[src/layer_consts.svh]
`ifndef LAYER_CONSTS_SVH
`define LAYER_CONSTS_SVH

////////////////////////////////////////////////////////////////////////////
// Register map
////////////////////////////////////////////////////////////////////////////

`define LAYER_REG_CTRL    4'd0  // Bit 0 selects 8bpp
`define LAYER_REG_MAP_LO  4'd2
`define LAYER_REG_MAP_HI  4'd3
`define LAYER_REG_TILE_LO 4'd4
`define LAYER_REG_TILE_HI 4'd5

// Base addresses after reset, in 32-bit words
`define LAYER_MAP_RESET   16'h0000
`define LAYER_TILE_RESET  16'h8000

////////////////////////////////////////////////////////////////////////////
// Geometry
////////////////////////////////////////////////////////////////////////////

`define LAYER_LINE_PIXELS  640  // Visible pixels per line
`define LAYER_MAP_DIM_LOG2 5    // 32 x 32 map entries

`endif
[src/layer_pkg.sv]
package layer_pkg;

    ////////////////////////////////////////////////////////////////////////
    // Register contents
    ////////////////////////////////////////////////////////////////////////

    typedef struct packed {
        logic        depth8;     // 0 is 4bpp, 1 is 8bpp
        logic [15:0] map_base;   // Word address of the map
        logic [15:0] tile_base;  // Word address of the tile set
    } layer_cfg_t;

    ////////////////////////////////////////////////////////////////////////
    // Memory formats
    ////////////////////////////////////////////////////////////////////////

    // One 16-bit map entry, two per 32-bit map word
    typedef struct packed {
        logic [3:0] palette;   // Upper nibble for nonzero 4bpp pixels
        logic [1:0] rsvd;
        logic [9:0] tile_idx;
    } map_entry_t;

    // Tile word on its way to the pixel stage
    typedef struct packed {
        logic [31:0] data;
        logic [3:0]  palette;
    } render_word_t;

endpackage

[src/layer_renderer.sv]
module layer_renderer import layer_pkg::*; (
    input  logic        clk,
    input  logic        rst,
    input  logic        start_of_screen,
    input  logic        start_of_line,
    input  logic [3:0]  regs_addr,
    input  logic [7:0]  regs_wrdata,
    input  logic        regs_write,
    output logic [7:0]  regs_rddata,
    output logic [17:0] bus_addr,
    output logic        bus_strobe,
    input  logic        bus_ack,
    input  logic [31:0] bus_rddata,
    output logic [9:0]  linebuf_wridx,
    output logic [7:0]  linebuf_wrdata,
    output logic        linebuf_wren
);

    layer_cfg_t   cfg;
    logic [11:0]  line_idx;
    logic [7:0]   tile_col;
    map_entry_t   cur_entry;
    logic         word_sel;
    logic [17:0]  map_addr;
    logic [17:0]  tile_addr;
    logic         render_start;
    render_word_t rword;
    logic         render_busy;
    logic         line_done;

    layer_regs u_regs (
        .clk, .rst, .regs_addr, .regs_wrdata, .regs_write, .regs_rddata, .cfg
    );

    fetch_addr_gen u_addr (
        .cfg, .line_idx, .tile_col, .cur_entry, .word_sel, .map_addr, .tile_addr
    );

    line_fetch_ctrl u_ctrl (
        .clk, .rst, .start_of_screen, .start_of_line, .cfg,
        .bus_rddata, .bus_ack, .bus_addr, .bus_strobe,
        .map_addr, .tile_addr, .line_idx, .tile_col, .cur_entry, .word_sel,
        .render_start, .rword, .render_busy, .line_done
    );

    pixel_renderer u_pix (
        .clk, .rst, .start_of_line, .cfg, .render_start, .rword, .render_busy,
        .linebuf_wridx, .linebuf_wrdata, .linebuf_wren, .line_done
    );

endmodule

[src/pixel_renderer.sv]
`include "layer_consts.svh"

module pixel_renderer import layer_pkg::*; (
    input  logic         clk,
    input  logic         rst,
    input  logic         start_of_line,
    input  layer_cfg_t   cfg,
    input  logic         render_start,
    input  render_word_t rword,
    output logic         render_busy,
    output logic [9:0]   linebuf_wridx,
    output logic [7:0]   linebuf_wrdata,
    output logic         linebuf_wren,
    output logic         line_done
);

    render_word_t word_r;
    render_word_t cur_word;
    logic [2:0]   xcnt_r;
    logic [2:0]   xcnt_next;
    logic [2:0]   last_pix;
    logic         busy_r;
    logic         busy_next;
    logic [9:0]   idx_r;
    logic [9:0]   idx_next;
    logic         wren_next;
    logic [1:0]   byte_sel;
    logic [7:0]   byte_val;
    logic [3:0]   nib;
    logic [7:0]   color;

    assign line_done   = (idx_r == 10'(`LAYER_LINE_PIXELS));
    assign render_busy = busy_next;

    // First pixel comes straight from rword
    assign cur_word = render_start ? rword : word_r;
    assign last_pix = cfg.depth8 ? 3'd3 : 3'd7;

    ////////////////////////////////////////////////////////////////////////////
    // Pixel select, MSB first within each byte
    ////////////////////////////////////////////////////////////////////////////

    assign byte_sel = cfg.depth8 ? xcnt_r[1:0] : xcnt_r[2:1];
    assign byte_val = cur_word.data[{byte_sel, 3'b000} +: 8];
    assign nib      = xcnt_r[0] ? byte_val[3:0] : byte_val[7:4];

    always_comb begin
        if (cfg.depth8) begin
            color = byte_val;
        end else if (nib == 4'd0) begin
            color = 8'h00;                      // Transparent keeps index 0
        end else begin
            color = {cur_word.palette, nib};
        end
    end

    always_comb begin
        xcnt_next = xcnt_r;
        busy_next = busy_r;
        idx_next  = idx_r;
        wren_next = 1'b0;

        if (!line_done && (busy_r || render_start)) begin
            wren_next = 1'b1;
            idx_next  = idx_r + 10'd1;
            if (render_start) begin
                xcnt_next = 3'd1;
                busy_next = 1'b1;
            end else if (xcnt_r == last_pix) begin
                xcnt_next = 3'd0;
                busy_next = 1'b0;               // Frees the slot for the next word
            end else begin
                xcnt_next = xcnt_r + 3'd1;
            end
        end

        if (start_of_line) begin
            xcnt_next = 3'd0;
            busy_next = 1'b0;
            idx_next  = 10'd0;
        end
    end

    always_ff @(posedge clk or posedge rst) begin
        if (rst) begin
            xcnt_r       <= 3'd0;
            busy_r       <= 1'b0;
            idx_r        <= 10'd0;
            linebuf_wren <= 1'b0;
        end else begin
            xcnt_r       <= xcnt_next;
            busy_r       <= busy_next;
            idx_r        <= idx_next;
            linebuf_wren <= wren_next;
        end
    end

    always_ff @(posedge clk) begin
        if (render_start) begin
            word_r <= rword;
        end
        linebuf_wridx  <= idx_r;
        linebuf_wrdata <= color;
    end

endmodule

[src/line_fetch_ctrl.sv]
`include "layer_consts.svh"

module line_fetch_ctrl import layer_pkg::*; (
    input  logic         clk,
    input  logic         rst,
    input  logic         start_of_screen,
    input  logic         start_of_line,
    input  layer_cfg_t   cfg,
    input  logic [31:0]  bus_rddata,
    input  logic         bus_ack,
    output logic [17:0]  bus_addr,
    output logic         bus_strobe,
    input  logic [17:0]  map_addr,
    input  logic [17:0]  tile_addr,
    output logic [11:0]  line_idx,
    output logic [7:0]   tile_col,
    output map_entry_t   cur_entry,
    output logic         word_sel,
    output logic         render_start,
    output render_word_t rword,
    input  logic         render_busy,
    input  logic         line_done
);

    typedef enum logic [2:0] {
        ST_IDLE, ST_MAP_FETCH, ST_MAP_WAIT, ST_TILE_FETCH, ST_TILE_WAIT, ST_HANDOFF
    } state_t;

    state_t      state;
    logic        strobe_r;
    logic [11:0] line_next;
    logic [31:0] map_word_r;
    logic [31:0] tile_data_r;
    logic        last_word;
    logic        line_sent;
    logic        send;

    assign bus_strobe = strobe_r && !bus_ack;
    assign cur_entry  = tile_col[0] ? map_entry_t'(map_word_r[31:16])
                                    : map_entry_t'(map_word_r[15:0]);

    assign last_word = !cfg.depth8 || word_sel;                  // 8bpp needs two words
    assign line_sent = (tile_col == 8'(`LAYER_LINE_PIXELS / 8));  // Every tile handed off
    assign send      = (state == ST_HANDOFF) && !line_done && !render_busy && !line_sent;

    ////////////////////////////////////////////////////////////////////////////
    // Fetch sequencing
    ////////////////////////////////////////////////////////////////////////////

    always_ff @(posedge clk or posedge rst) begin
        if (rst) begin
            state        <= ST_IDLE;
            strobe_r     <= 1'b0;
            bus_addr     <= 18'd0;
            line_idx     <= 12'd0;
            line_next    <= 12'd0;
            tile_col     <= 8'd0;
            word_sel     <= 1'b0;
            render_start <= 1'b0;
        end else begin
            render_start <= 1'b0;

            case (state)
                ST_MAP_FETCH: begin
                    bus_addr <= map_addr;
                    strobe_r <= 1'b1;
                    state    <= ST_MAP_WAIT;
                end
                ST_MAP_WAIT: if (bus_ack) begin
                    strobe_r <= 1'b0;
                    state    <= ST_TILE_FETCH;
                end
                ST_TILE_FETCH: begin
                    bus_addr <= tile_addr;
                    strobe_r <= 1'b1;
                    state    <= ST_TILE_WAIT;
                end
                ST_TILE_WAIT: if (bus_ack) begin
                    strobe_r <= 1'b0;
                    state    <= ST_HANDOFF;
                end
                ST_HANDOFF: begin
                    if (line_done) begin
                        state <= ST_IDLE;
                    end else if (send) begin
                        render_start <= 1'b1;
                        if (last_word) begin
                            word_sel <= 1'b0;
                            tile_col <= tile_col + 8'd1;
                            // Last tile stays here until the line is written
                            if (tile_col != 8'(`LAYER_LINE_PIXELS / 8 - 1)) begin
                                state <= tile_col[0] ? ST_MAP_FETCH : ST_TILE_FETCH;
                            end
                        end else begin
                            word_sel <= 1'b1;
                            state    <= ST_TILE_FETCH;
                        end
                    end
                end
                default: begin
                end
            endcase

            if (start_of_line) begin
                state     <= ST_MAP_FETCH;
                strobe_r  <= 1'b0;
                tile_col  <= 8'd0;
                word_sel  <= 1'b0;
                line_idx  <= line_next;
                line_next <= line_next + 12'd1;
            end

            if (start_of_screen) begin
                line_idx  <= 12'd0;
                line_next <= start_of_line ? 12'd1 : 12'd0;
            end
        end
    end

    ////////////////////////////////////////////////////////////////////////////
    // Data capture
    ////////////////////////////////////////////////////////////////////////////

    always_ff @(posedge clk) begin
        if (state == ST_MAP_WAIT && bus_ack) begin
            map_word_r <= bus_rddata;
        end
        if (state == ST_TILE_WAIT && bus_ack) begin
            tile_data_r <= bus_rddata;
        end
        if (send) begin
            rword.data    <= tile_data_r;
            rword.palette <= cur_entry.palette;  // Entry still selected by tile_col
        end
    end

endmodule

[src/fetch_addr_gen.sv]
`include "layer_consts.svh"

module fetch_addr_gen import layer_pkg::*; (
    input  layer_cfg_t  cfg,
    input  logic [11:0] line_idx,
    input  logic [7:0]  tile_col,
    input  map_entry_t  cur_entry,
    input  logic        word_sel,
    output logic [17:0] map_addr,
    output logic [17:0] tile_addr
);

    logic [9:0]  map_idx;
    logic [15:0] map_word;
    logic [15:0] tile_ofs;
    logic [15:0] tile_word;

    // Tile row then tile column, wraps at 32 in both directions
    assign map_idx = {line_idx[`LAYER_MAP_DIM_LOG2+2:3], tile_col[`LAYER_MAP_DIM_LOG2-1:0]};

    // Two entries per map word
    assign map_word = cfg.map_base + {7'b0, map_idx[9:1]};
    assign map_addr = {map_word, 2'b00};

    // 4bpp tiles are 8 words, 8bpp tiles are 16 words
    always_comb begin
        if (cfg.depth8) begin
            tile_ofs = {2'b0, cur_entry.tile_idx, line_idx[2:0], word_sel};
        end else begin
            tile_ofs = {3'b0, cur_entry.tile_idx, line_idx[2:0]};
        end
    end

    assign tile_word = cfg.tile_base + tile_ofs;
    assign tile_addr = {tile_word, 2'b00};  // Byte address

endmodule

[src/layer_regs.sv]
`include "layer_consts.svh"

module layer_regs import layer_pkg::*; (
    input  logic       clk,
    input  logic       rst,
    input  logic [3:0] regs_addr,
    input  logic [7:0] regs_wrdata,
    input  logic       regs_write,
    output logic [7:0] regs_rddata,
    output layer_cfg_t cfg
);

    // Byte writes
    always_ff @(posedge clk or posedge rst) begin
        if (rst) begin
            cfg.depth8    <= 1'b0;
            cfg.map_base  <= `LAYER_MAP_RESET;
            cfg.tile_base <= `LAYER_TILE_RESET;
        end else if (regs_write) begin
            case (regs_addr)
                `LAYER_REG_CTRL:    cfg.depth8          <= regs_wrdata[0];
                `LAYER_REG_MAP_LO:  cfg.map_base[7:0]   <= regs_wrdata;
                `LAYER_REG_MAP_HI:  cfg.map_base[15:8]  <= regs_wrdata;
                `LAYER_REG_TILE_LO: cfg.tile_base[7:0]  <= regs_wrdata;
                `LAYER_REG_TILE_HI: cfg.tile_base[15:8] <= regs_wrdata;
                default: begin
                end
            endcase
        end
    end

    // Readback, same byte layout as the writes
    always_comb begin
        case (regs_addr)
            `LAYER_REG_CTRL:    regs_rddata = {7'b0, cfg.depth8};
            `LAYER_REG_MAP_LO:  regs_rddata = cfg.map_base[7:0];
            `LAYER_REG_MAP_HI:  regs_rddata = cfg.map_base[15:8];
            `LAYER_REG_TILE_LO: regs_rddata = cfg.tile_base[7:0];
            `LAYER_REG_TILE_HI: regs_rddata = cfg.tile_base[15:8];
            default:            regs_rddata = 8'h00;  // Unused addresses
        endcase
    end

endmodule

[config.mk]
export PLATFORM = sky130hd
export DESIGN_NAME = layer_renderer
export DESIGN_NICKNAME = d
export VERILOG_FILES = /design/src/layer_pkg.sv /design/src/layer_renderer.sv /design/src/pixel_renderer.sv /design/src/line_fetch_ctrl.sv /design/src/fetch_addr_gen.sv /design/src/layer_regs.sv
export VERILOG_INCLUDE_DIRS = /design/src
export SDC_FILE = /design/constraint.sdc
export NUM_CORES = 1
export LEC_CHECK = 0
export BUFFER_PORTS_ARGS = -buffer_cell sky130_fd_sc_hd__buf_2
export CAP_MARGIN = 20
export CORE_ASPECT_RATIO = 1.1
export CORE_MARGIN = 2
export CORE_UTILIZATION = 59
export CTS_CLUSTER_DIAMETER = 30
export CTS_CLUSTER_SIZE = 12
export DETAILED_ROUTE_END_ITERATION = 6
export GPL_TIMING_DRIVEN = 0
export HOLD_SLACK_MARGIN = 0.08
export PLACE_DENSITY_LB_ADDON = 0.3
export SYNTH_ARGS = -nofsm -noshare
export SYNTH_HDL_FRONTEND = slang
export SYNTH_SLANG_ARGS = --single-unit
[constraint.sdc]
create_clock -name clk -period 4.2 [get_ports clk]
set_input_delay 0 -clock clk [delete_from_list [all_inputs] [get_ports clk]]
set_output_delay 0 -clock clk [all_outputs]
set_load 0.01 [all_outputs]
==> results of run 1 <==
[cell type report]
type	count	share of cell area [%]
clock buffers	43	7.69
flip-flops and latches	244	46.5
clock inverters	31	3.53
plain buffers	27	1.02
well taps	238	2.19
repair buffers	141	7.34
inverters	23	0.654
multi-input cells	551	31.0
[final timing paths]
kind                                       endpoint  cells after the start
worst max-delay path            u_ctrl.bus_addr[17]                     12
worst min-delay path                 u_regs.cfg[11]                      4
worst max register to register  u_ctrl.bus_addr[17]                     12
worst min register to register      u_ctrl.rword[8]                      0
max in group asynchronous            u_regs.cfg[15]                      5
min in group asynchronous            u_pix.idx_r[6]                      4
[flip-flops by register name, indices dropped and copies added, names as in the netlist]
name                  count
u_regs.cfg               33
u_ctrl.word_sel           1
u_pix.busy_r              1
u_pix.idx_r              10
u_pix.linebuf_wren        1
u_ctrl.rword             36
u_pix.word_r             36
u_pix.linebuf_wrdata      8
u_pix.xcnt_r              3
u_ctrl.map_word_r        28
u_ctrl.line_idx           8
u_ctrl.line_next          8
u_ctrl.state              3
u_pix.linebuf_wridx      10
u_ctrl.render_start       1
u_ctrl.bus_addr          16
u_ctrl.tile_data_r       32
u_ctrl.strobe_r           1
u_ctrl.tile_col           8
[layout by cell type (no fill, tap or decap), types with 22 or more instances in the layout]
cell,count
sky130_fd_sc_hd__inv_1,22
sky130_fd_sc_hd__a21oi_1,36
sky130_fd_sc_hd__nor2_1,76
sky130_fd_sc_hd__dlygate4sd3_1,46
sky130_fd_sc_hd__o21ai_0,34
sky130_fd_sc_hd__nand2_1,40
sky130_fd_sc_hd__clkbuf_16,41
sky130_fd_sc_hd__dfrtp_1,93
sky130_fd_sc_hd__buf_2,93
sky130_fd_sc_hd__edfxtp_1,96
sky130_fd_sc_hd__ha_1,29
sky130_fd_sc_hd__mux2_2,79
sky130_fd_sc_hd__mux2i_1,43
sky130_fd_sc_hd__dfxtp_1,54
[cells by family (layout without fill, tap and decap cells)]
kind of cell | after synthesis | count (layout) | synth area share (%)
adder cells (fa/ha/maj) | 31 | 31 | 3.75
AND/OR/NAND/NOR | 208 | 208 | 9.54
other | 1 | 2 | 0.0349
AO/OA/AOI/OAI | 139 | 139 | 8.23
flip-flops | 244 | 244 | 58.9
buffers and inverters | 51 | 265 | 2.11
multiplexers | 134 | 134 | 14.5
XOR/XNOR | 37 | 37 | 3.02
[critical path, delay by kind of cell (launching register included)]
kind,cells,cell delay (ns)
multiplexers,1,0.19
flip-flops,1,0.39
AO/OA/AOI/OAI,7,1.79
buffers and inverters,3,0.88
adder cells (fa/ha/maj),1,0.29
[metal layers]
metal  wire, um  track usage [%]
met1      10800             36.5
met2      12900             45.8
met3       1760             5.12
met4        947             11.7
met5          0                0
[per-stage QoR]
step	std cells	TNS (ns)	area, um2	hold slack, ns
final	1298	0	13600	0.119
after global routing	1298	0	13600	0.149
after CTS	1299	0	13600	0.115
after detailed placement	1179	0	11600	0.0127
after global placement	1176	-10.43	11500	0.180
after floorplan	846	0	10700	0.0464
[timing repair]
action	in CTS	in global routing
resized for setup	0	5
endpoints found under the setup margin	0	2
endpoints found under the hold margin	202	0
hold buffers	46	0
[power breakdown]
part           internal, mW  switching, mW  total (mW)  leakage [nW]
Clock                  2.50           1.20        3.70         0.732
Combinational         0.727          0.907        1.63          2.39
Sequential             2.88          0.244        3.13          2.54
Total                  6.11           2.35        8.46          5.66
==> run summary, run 1 <==
Run status = finished clean
Number of warning messages in the yosys log = 0
Number of endpoints failing setup at the final stage = 0
Wire length reported by the detailed router = 26,400 um
Storage element area = 6320 um2
Number of remaining DRC errors = 0
Minimum clock period after layout = 3.71 ns
Die Width = 133 um
Main flop type after synthesis = sky130_fd_sc_hd__edfxtp_1
Total grt overflow = 0
P&R area growth vs syn = 26.5%
Antenna Nets Post-Route = 0
Starting density of the core = 60.5%
Standard cell core area = 17,700 um2
Final max-slew violation count = 0
Share of Yosys cell area claimed by the top area cell type = 26.9%
Leakage = 5.66 nW
Number of detailed-route iterations in the first pass = 7
WP data required = 4.57 ns
Startpoint-to-endpoint class of the critical path = flip-flop to flip-flop
Cells taking the most area after synthesis = sky130_fd_sc_hd__edfxtp_1, sky130_fd_sc_hd__dfrtp_1, sky130_fd_sc_hd__dfxtp_1, sky130_fd_sc_hd__mux2_2, sky130_fd_sc_hd__mux2i_1
Number of port buffers = 92
Fraction of final layout cells sized beyond drive strength 1 = 26.5%
Fillers = 1,148
Average cell area after synthesis = 12.7 um2
Total Power = 8.46 mW
Max-cap violations = 0
CTS clock-pin slew for the worst setup and hold paths = 0.05 ns
Critical-path cell with the highest stage delay = sky130_fd_sc_hd__clkbuf_1
Die outline height = 145 um
Num Clock Sinks = 244
Area of the multi-input gates = 4220 um2
Total number of placement rows = 51
Unrepaired setup endpoints after global routing = no
Crit path setup slack, layout = 0.489 ns
Commonest cells post-synth = sky130_fd_sc_hd__edfxtp_1, sky130_fd_sc_hd__dfrtp_1, sky130_fd_sc_hd__mux2_2, sky130_fd_sc_hd__nor2_1, sky130_fd_sc_hd__dfxtp_1
Final worst path period share = 88.4%
Worst flop-to-flop path startpoint = u_regs.cfg[32]
Final nets = 1,109
Post-detail-place hpwl = 16,600 um
Top-Level Pins = 96
Number of distinct library cells after synthesis = 69
Number of enable-type register cells in the synthesized netlist = 96
Peak supply drop = 0.433 mV
Sequential element share of the synthesized area = 58.9%
Largest fanout on the critical path = 19
Via count of the routed design = 7,617
Minimum setup slack after placement = 0.449 ns
CTS tree = yes
Total standard cell area after synthesis = 10,700 um2
Critical Path Source Type = flip-flop
Share of the core filled with cells = 76.5%
Initial antenna violation count = 0
Endpoint class of the critical path = flip-flop
DRC violation total after the first TritonRoute iteration = 553
Cell area power density = 623 nW/um2
Post-CTS setup buffer count = 0
Setup Skew = 0.0226 ns
Maximum clock path buffer count = 3
Most area-hungry cell type in the Yosys netlist = sky130_fd_sc_hd__edfxtp_1
Worst-path cell chain = buf_4 > inv_1 > clkbuf_1 > a21oi_1 > ha_1 > a2111oi_0 > o21ai_0 > a41oi_1 > o21ai_0 > a21oi_1 > mux2i_1 > o21ai_0
Avg WL per Cell = 20.3 um
CTS Root Cell = sky130_fd_sc_hd__clkbuf_16
Cell with the most instances after synthesis = sky130_fd_sc_hd__edfxtp_1
Min-Delay Path Class = input port to flip-flop
Area of the die = 19,300 um2
Pin count of the biggest net entering global routing = 69
Latest clock arrival within the worst-skew pair = 0.52 ns
Inserted Diodes = 0
Arrival time of the worst setup path = 4.08 ns
First-pass GRT wire length = 41,900 um
Tightest Pin Transition = 0.931 ns
Fraction of registers with async set/reset = 38.5%
Vias in the first global route = 7,877
Overall Global Routing Usage = 27.8%
Critical path startpoint = u_regs.cfg[32]
Inserted Clock Buffers = 40
Post-synthesis cell count = 845
Number of endpoints with negative hold slack in the final report = 0
Library cell appearing most often on the critical path = sky130_fd_sc_hd__o21ai_0
Final estimated routing congestion in global placement = 0.888
Headroom to the max-slew limit = 37.8%
Maximum cell stage delay along the critical path = 0.53 ns
Average vias per placed instance = 5.87
Post-synthesis register bit count = 244
Startpoint of the worst hold path = regs_write
Register-to-Register Setup Slack = 0.49 ns
Number of levels in the clock H-tree = 2
Highest attainable clock frequency = 0.269 GHz
(Power assumes the default switching activity.)
==> inputs of run 2 (changes only) <==
Settings changed: CORE_UTILIZATION 59 to 50.
==> run summary, run 2 (synthesis gave the netlist of run 1 again) <==
Largest fanout on the critical path = 10 (-9)
Area of the die = 22,700 um2 (+17%)
Number of levels in the clock H-tree = 2 (unchanged)
Highest attainable clock frequency = 0.262 GHz (-2.9%)
Number of port buffers = 92 (unchanged)
Post-detail-place hpwl = 17,200 um (+3.2%)
Number of detailed-route iterations in the first pass = 5 (-2)
First-pass GRT wire length = 40,000 um (-4.6%)
Avg WL per Cell = 18.8 um (-7.7%)
Critical Path Source Type = flip-flop
Maximum clock path buffer count = 3 (unchanged)
Inserted Clock Buffers = 45 (+13%)
Die Width = 144 um (+8.4%)
Minimum setup slack after placement = 0.422 ns (-0.0267 ns)
Worst-path cell chain = clkbuf_1 > mux4_2 > ha_1 > a2111oi_0 > o21ai_0 > a41oi_1 > o21ai_0 > a21oi_1 > mux2i_1 > o21ai_0
Max-cap violations = 0 (unchanged)
Vias in the first global route = 7,465 (-5.2%)
Startpoint-to-endpoint class of the critical path = flip-flop to flip-flop
Num Clock Sinks = 244 (unchanged)
Critical-path cell with the highest stage delay = sky130_fd_sc_hd__mux4_2
Number of endpoints with negative hold slack in the final report = 0 (unchanged)
Top-Level Pins = 96 (unchanged)
Pin count of the biggest net entering global routing = 73 (+5.8%)
Initial antenna violation count = 0 (unchanged)
Run status = finished clean
Endpoint class of the critical path = flip-flop
Hold Crit Depth = 4 (unchanged)
Fillers = 1,603 (+40%)
DRC violation total after the first TritonRoute iteration = 433 (-22%)
Most used cells in the layout excluding fill and tap cells = sky130_fd_sc_hd__edfxtp_1, sky130_fd_sc_hd__buf_2, sky130_fd_sc_hd__dfrtp_1
WP data required = 4.59 ns (+0.02 ns)
Inserted Diodes = 0 (unchanged)
Number of remaining DRC errors = 0 (unchanged)
Via count of the routed design = 7,424 (-2.5%)
Wire length reported by the detailed router = 25,500 um (-3.3%)
Average vias per placed instance = 5.46 (-6.9%)
Fraction of final layout cells sized beyond drive strength 1 = 26.4% (-0.13 points)
Top delay family on crit path = compound AO/OA/AOI/OAI gates
CTS Root Cell = sky130_fd_sc_hd__clkbuf_16
Total Power = 8.51 mW (+0.63%)
Antenna Nets Post-Route = 0 (unchanged)
Crit path setup slack, layout = 0.378 ns (-0.111 ns)
Unrepaired setup endpoints after global routing = no
Leakage = 5.70 nW (+0.82%)
Final max-slew violation count = 0 (unchanged)
Die outline height = 158 um (+8.4%)
Total negative slack for setup checks = 0 ns (unchanged)
Total grt overflow = 0 (unchanged)
Setup Skew = 0.0200 ns (-0.00259 ns)
Maximum cell stage delay along the critical path = 0.60 ns (+0.07 ns)
Cell area power density = 620 nW/um2 (-0.54%)
Overall Global Routing Usage = 23.1% (-4.8 points)
Final nets = 1,114 (+0.45%)
CTS tree = yes
Library cell appearing most often on the critical path = sky130_fd_sc_hd__o21ai_0
Starting density of the core = 50.6% (-9.9 points)
Number of endpoints failing setup at the final stage = 0 (unchanged)
Registers with the most flip-flops = u_ctrl.rword (36), u_pix.word_r (36), u_regs.cfg (33)
Number of gates resized after CTS = 0 (unchanged)
Total stage count of the critical path = 10 (-2)
Standard cell core area = 21,200 um2 (+20%)
Final estimated routing congestion in global placement = 0.906 (+2.0%)
CTS clock-pin slew for the worst setup and hold paths = 0.05 ns (about the same)
Min-Delay Path Class = input port to flip-flop
Post-CTS setup buffer count = 0 (unchanged)
Arrival time of the worst setup path = 4.21 ns (+0.13 ns)
Count of hold buffers inserted by post-cts repair = 45 (-2.2%)
Total number of placement rows = 56 (+9.8%)
Minimum clock period after layout = 3.82 ns (+0.111 ns)
Most common cell after layout, fill and taps aside = sky130_fd_sc_hd__edfxtp_1
Latest clock arrival within the worst-skew pair = 0.54 ns (+0.02 ns)
Tightest Pin Transition = 0.950 ns (+0.0189 ns)
Sum of buffers and inverters on the critical path = 1 (-2)
Depth of the worst register-to-register path = 10 (-2)
P&R area growth vs syn = 28.0%
Headroom to the max-slew limit = 36.7% (-1.1 points)
Final worst path period share = 91.0% (+2.6 points)
Total non-filler cell area in the finished layout = 13,700 um2 (+1.2%)
Placement-stage cell area = 11,700 um2 (+0.56%)
Peak supply drop = 0.393 mV (-9.4%)
[run 2: changes by cell type in the layout (fill, tap and decap cells not counted), sizes merged]
cell         delta
inv             -1
dlygate4sd3     -1
clkinvlp        -3
clkbuf         +15
bufinv          -3
clkinv          +2
[run 2: worst register-to-register path, delay by kind of cell (launching register included)]
family          cells  cell delay (ns)
fa+ha+maj           1             0.34
flops               1             0.38
compound gates      6             1.56
buf+inv             1             0.58
mux                 2             0.82
[run 2: metrics by stage]
step	hold slack [ns]	util [%]	std cells
5_1_grt	0.131	64.7	1359
3_3_place_gp	0.177	54.4	1228
3_5_place_dp	-0.00336	54.9	1231
6_report	0.103	64.7	1359
4_1_cts	0.100	64.7	1359
2_1_floorplan	0.0464	-	846
[run 2: power breakdown]
group	switching [mW]	leakage, nW	total, mW	internal, mW
Sequential	0.244	2.54	3.13	2.88
Combinational	0.841	2.38	1.57	0.727
Clock	1.23	0.791	3.82	2.59
Total	2.32	5.70	8.51	6.20
[run 2: per-layer routing]
| layer | track usage, % | vias up | share of wire [%] |
|---|---|---|---|
| met4 | 6.91 | 0 | 2.3 |
| met2 | 38.6 | 237 | 49 |
| met3 | 3.84 | 49 | 5.2 |
| met1 | 31.1 | 3626 | 44 |
| li1 | - | 3512 | - |
| met5 | 0 | - | 0 |
[run 2: final cells by class]
| cell class | count | area [um2] | share of cell area, % |
|---|---|---|---|
| Sequential cell | 244 | 6320 | 46.0 |
| Multi-Input combinational cell | 551 | 4220 | 30.7 |
| Clock buffer | 57 | 1230 | 8.97 |
| Timing Repair Buffer | 140 | 986 | 7.18 |
| Clock inverter | 26 | 394 | 2.87 |
| Tap cell | 290 | 363 | 2.64 |
| Buffer | 28 | 140 | 1.02 |
| Inverter | 23 | 88.8 | 0.647 |
[run 2: path summary, 6_finish.rpt]
path	from	to	slack, ns
min reg2reg	u_ctrl.tile_data_r[20]	u_ctrl.rword[24]	0.41
max	u_ctrl.tile_col[0]	u_ctrl.bus_addr[17]	0.38
max in group asynchronous	rst	u_regs.cfg[15]	2.91
min	regs_write	u_regs.cfg[15]	0.10
min in group asynchronous	rst	u_pix.idx_r[6]	0.57
max reg2reg	u_ctrl.tile_col[0]	u_ctrl.bus_addr[17]	0.38
==> inputs of run 3 (changes only) <==
Settings changed: PLACE_DENSITY from default to 0.78, PLACE_DENSITY_LB_ADDON 0.3 to default.
==> run summary, run 3 (synthesis gave the netlist of run 1 again) <==
Run status = finished clean
Fraction of final layout cells sized beyond drive strength 1 = 26.0% (-0.39 points)
Critical path startpoint = u_ctrl.tile_col[0]
Storage element area = 6320 um2 (unchanged)
Startpoint-to-endpoint class of the critical path = flip-flop to flip-flop
Minimum clock period after layout = 3.76 ns (-0.0629 ns)
Total number of placement rows = 56 (unchanged)
Placement-stage cell area = 11,700 um2 (about the same)
Worst flop-to-flop path startpoint = u_ctrl.tile_col[0]
Vias in the first global route = 7,464 (-0.013%)
Final max-slew violation count = 0 (unchanged)
Cell area power density = 595 nW/um2 (-4.0%)
Num Clock Sinks = 244 (unchanged)
Critical Path Source Type = flip-flop
Total grt overflow = 0 (unchanged)
Via count of the routed design = 7,467 (+0.58%)
Wire length reported by the detailed router = 25,300 um (-0.75%)
Final worst path period share = 89.5% (-1.5 points)
Largest fanout on the critical path = 10 (unchanged)
Min-Delay Path Class = input port to flip-flop
Total Power = 8.03 mW (-5.7%)
Most common cell after layout, fill and taps aside = sky130_fd_sc_hd__edfxtp_1
Die outline height = 158 um (unchanged)
Number of levels in the clock H-tree = 2 (unchanged)
Post-CTS setup buffer count = 0 (unchanged)
Overall Global Routing Usage = 22.7% (-0.38 points)
DRC violation total after the first TritonRoute iteration = 581 (+34%)
Fillers = 1,559 (-2.7%)
Most used cells in the layout excluding fill and tap cells = sky130_fd_sc_hd__edfxtp_1, sky130_fd_sc_hd__buf_2, sky130_fd_sc_hd__dfrtp_1
Avg WL per Cell = 18.8 um (about the same)
Area of the die = 22,700 um2 (unchanged)
Registers with the most flip-flops = u_ctrl.rword (36), u_pix.word_r (36), u_regs.cfg (33)
Register-to-Register Setup Slack = 0.44 ns (+0.06 ns)
Antenna Nets Post-Route = 0 (unchanged)
Area of the multi-input gates = 4210 um2 (-0.12%)
Crit path setup slack, layout = 0.441 ns (+0.0629 ns)
Maximum clock path buffer count = 3 (unchanged)
Number of endpoints with negative hold slack in the final report = 0 (unchanged)
Die Width = 144 um (unchanged)
Final estimated routing congestion in global placement = 0.902 (-0.47%)
P&R area growth vs syn = 25.7%
Latest clock arrival within the worst-skew pair = 0.51 ns (-0.03 ns)
Arrival time of the worst setup path = 4.15 ns (-0.06 ns)
Headroom to the max-slew limit = 39.5% (+2.8 points)
First-pass GRT wire length = 39,400 um (-1.4%)
Leakage = 5.58 nW (-2.2%)
Number of port buffers = 92 (unchanged)
Initial antenna violation count = 0 (unchanged)
Average vias per placed instance = 5.54 (+1.4%)
Standard cell core area = 21,200 um2 (unchanged)
Setup Skew = 0.0110 ns (-0.00907 ns)
Number of endpoints failing setup at the final stage = 0 (unchanged)
WP data required = 4.59 ns (about the same)
Number of detailed-route iterations in the first pass = 4 (-1)
Top-Level Pins = 96 (unchanged)
Total non-filler cell area in the finished layout = 13,500 um2 (-1.8%)
Total negative slack for setup checks = 0 ns (unchanged)
Startpoint of the worst hold path = regs_write
Unrepaired setup endpoints after global routing = no
CTS Root Cell = sky130_fd_sc_hd__clkbuf_16
Highest attainable clock frequency = 0.266 GHz (+1.7%)
Endpoint class of the critical path = flip-flop
Max-cap violations = 0 (unchanged)
Inserted Clock Buffers = 39 (-13%)
CTS clock-pin slew for the worst setup and hold paths = 0.05 ns (about the same)
Inserted Diodes = 0 (unchanged)
CTS tree = yes
Final nets = 1,108 (-0.54%)
Starting density of the core = 50.6% (unchanged)
Post-detail-place hpwl = 16,900 um (-1.3%)
Tightest Pin Transition = 0.907 ns (-0.0424 ns)
Minimum setup slack after placement = 0.424 ns (+0.00208 ns)
Peak supply drop = 0.422 mV (+7.6%)
Pin count of the biggest net entering global routing = 74 (+1.4%)
Number of remaining DRC errors = 0 (unchanged)
==> run 3: cell types whose count changed in the layout (fill, tap and decap cells not counted), sizes merged <==
| cell | before | now |
|---|---|---|
| buf | 105 | 106 |
| bufinv | 8 | 7 |
| clkbuf | 75 | 62 |
| clkinv | 9 | 6 |
| clkinvlp | 2 | 5 |
| inv | 30 | 32 |
==> run 3: cell type report <==
cell class	count	area share (%)
flip-flops and latches	244	46.8
multi-input cells	551	31.2
clock buffers	45	7.47
repair buffers	141	7.42
clock inverters	27	2.74
well taps	290	2.69
plain buffers	27	1.02
inverters	23	0.658
==> run 3: critical path, stage by stage (launching register included) <==
cell and delay [ns]:
sky130_fd_sc_hd__dfrtp_1 0.37, sky130_fd_sc_hd__clkbuf_1 0.70, sky130_fd_sc_hd__mux2i_1 0.38, sky130_fd_sc_hd__a21oi_1 0.12
sky130_fd_sc_hd__ha_1 0.27, sky130_fd_sc_hd__a2111oi_0 0.41, sky130_fd_sc_hd__o21ai_0 0.24, sky130_fd_sc_hd__a41oi_1 0.44
sky130_fd_sc_hd__o2bb2ai_1 0.19, sky130_fd_sc_hd__xor2_1 0.18, sky130_fd_sc_hd__nor2_1 0.08, sky130_fd_sc_hd__a221o_1 0.26
==> run 3: path summary, 6_finish.rpt <==
path | endpoint | depth (start not counted)
max in group asynchronous | u_regs.cfg[15] | 5
max | u_ctrl.bus_addr[13] | 11
min reg2reg | u_ctrl.rword[9] | 0
min in group asynchronous | u_pix.xcnt_r[2] | 4
max reg2reg | u_ctrl.bus_addr[13] | 11
min | u_regs.cfg[8] | 4
==> run 3: metal layers <==
layer | part of all wire [%] | routed length, um | track usage [%] | vias to the layer above
met5 | 0 | 0 | 0 | -
met4 | 3.6 | 918 | 9.34 | 0
met3 | 5.6 | 1420 | 4.33 | 69
met2 | 47 | 12000 | 36.5 | 248
met1 | 43 | 11000 | 30.4 | 3666
li1 | - | - | - | 3484
==> run 3: report_power, final <==
group	internal [mW]	switching [mW]
Combinational	0.727	0.843
Clock	2.19	1.15
Sequential	2.88	0.247
==> run 3: through the flow <==
step                      instances  hold WS (ns)  utilization, %
after detailed placement       1232       -0.0135            55.0
final                          1348         0.122            63.6
after CTS                      1349        0.0969            63.6
after global placement         1228         0.177            54.4
after floorplan                 846        0.0464               -
after global routing           1348         0.137            63.6
==> run 3: what timing repair did <==
action | in CTS | in global routing
endpoints found under the hold margin | 201 | 0
hold buffers | 45 | 0
setup endpoints to repair | 0 | 1
gates resized for setup | 0 | 2
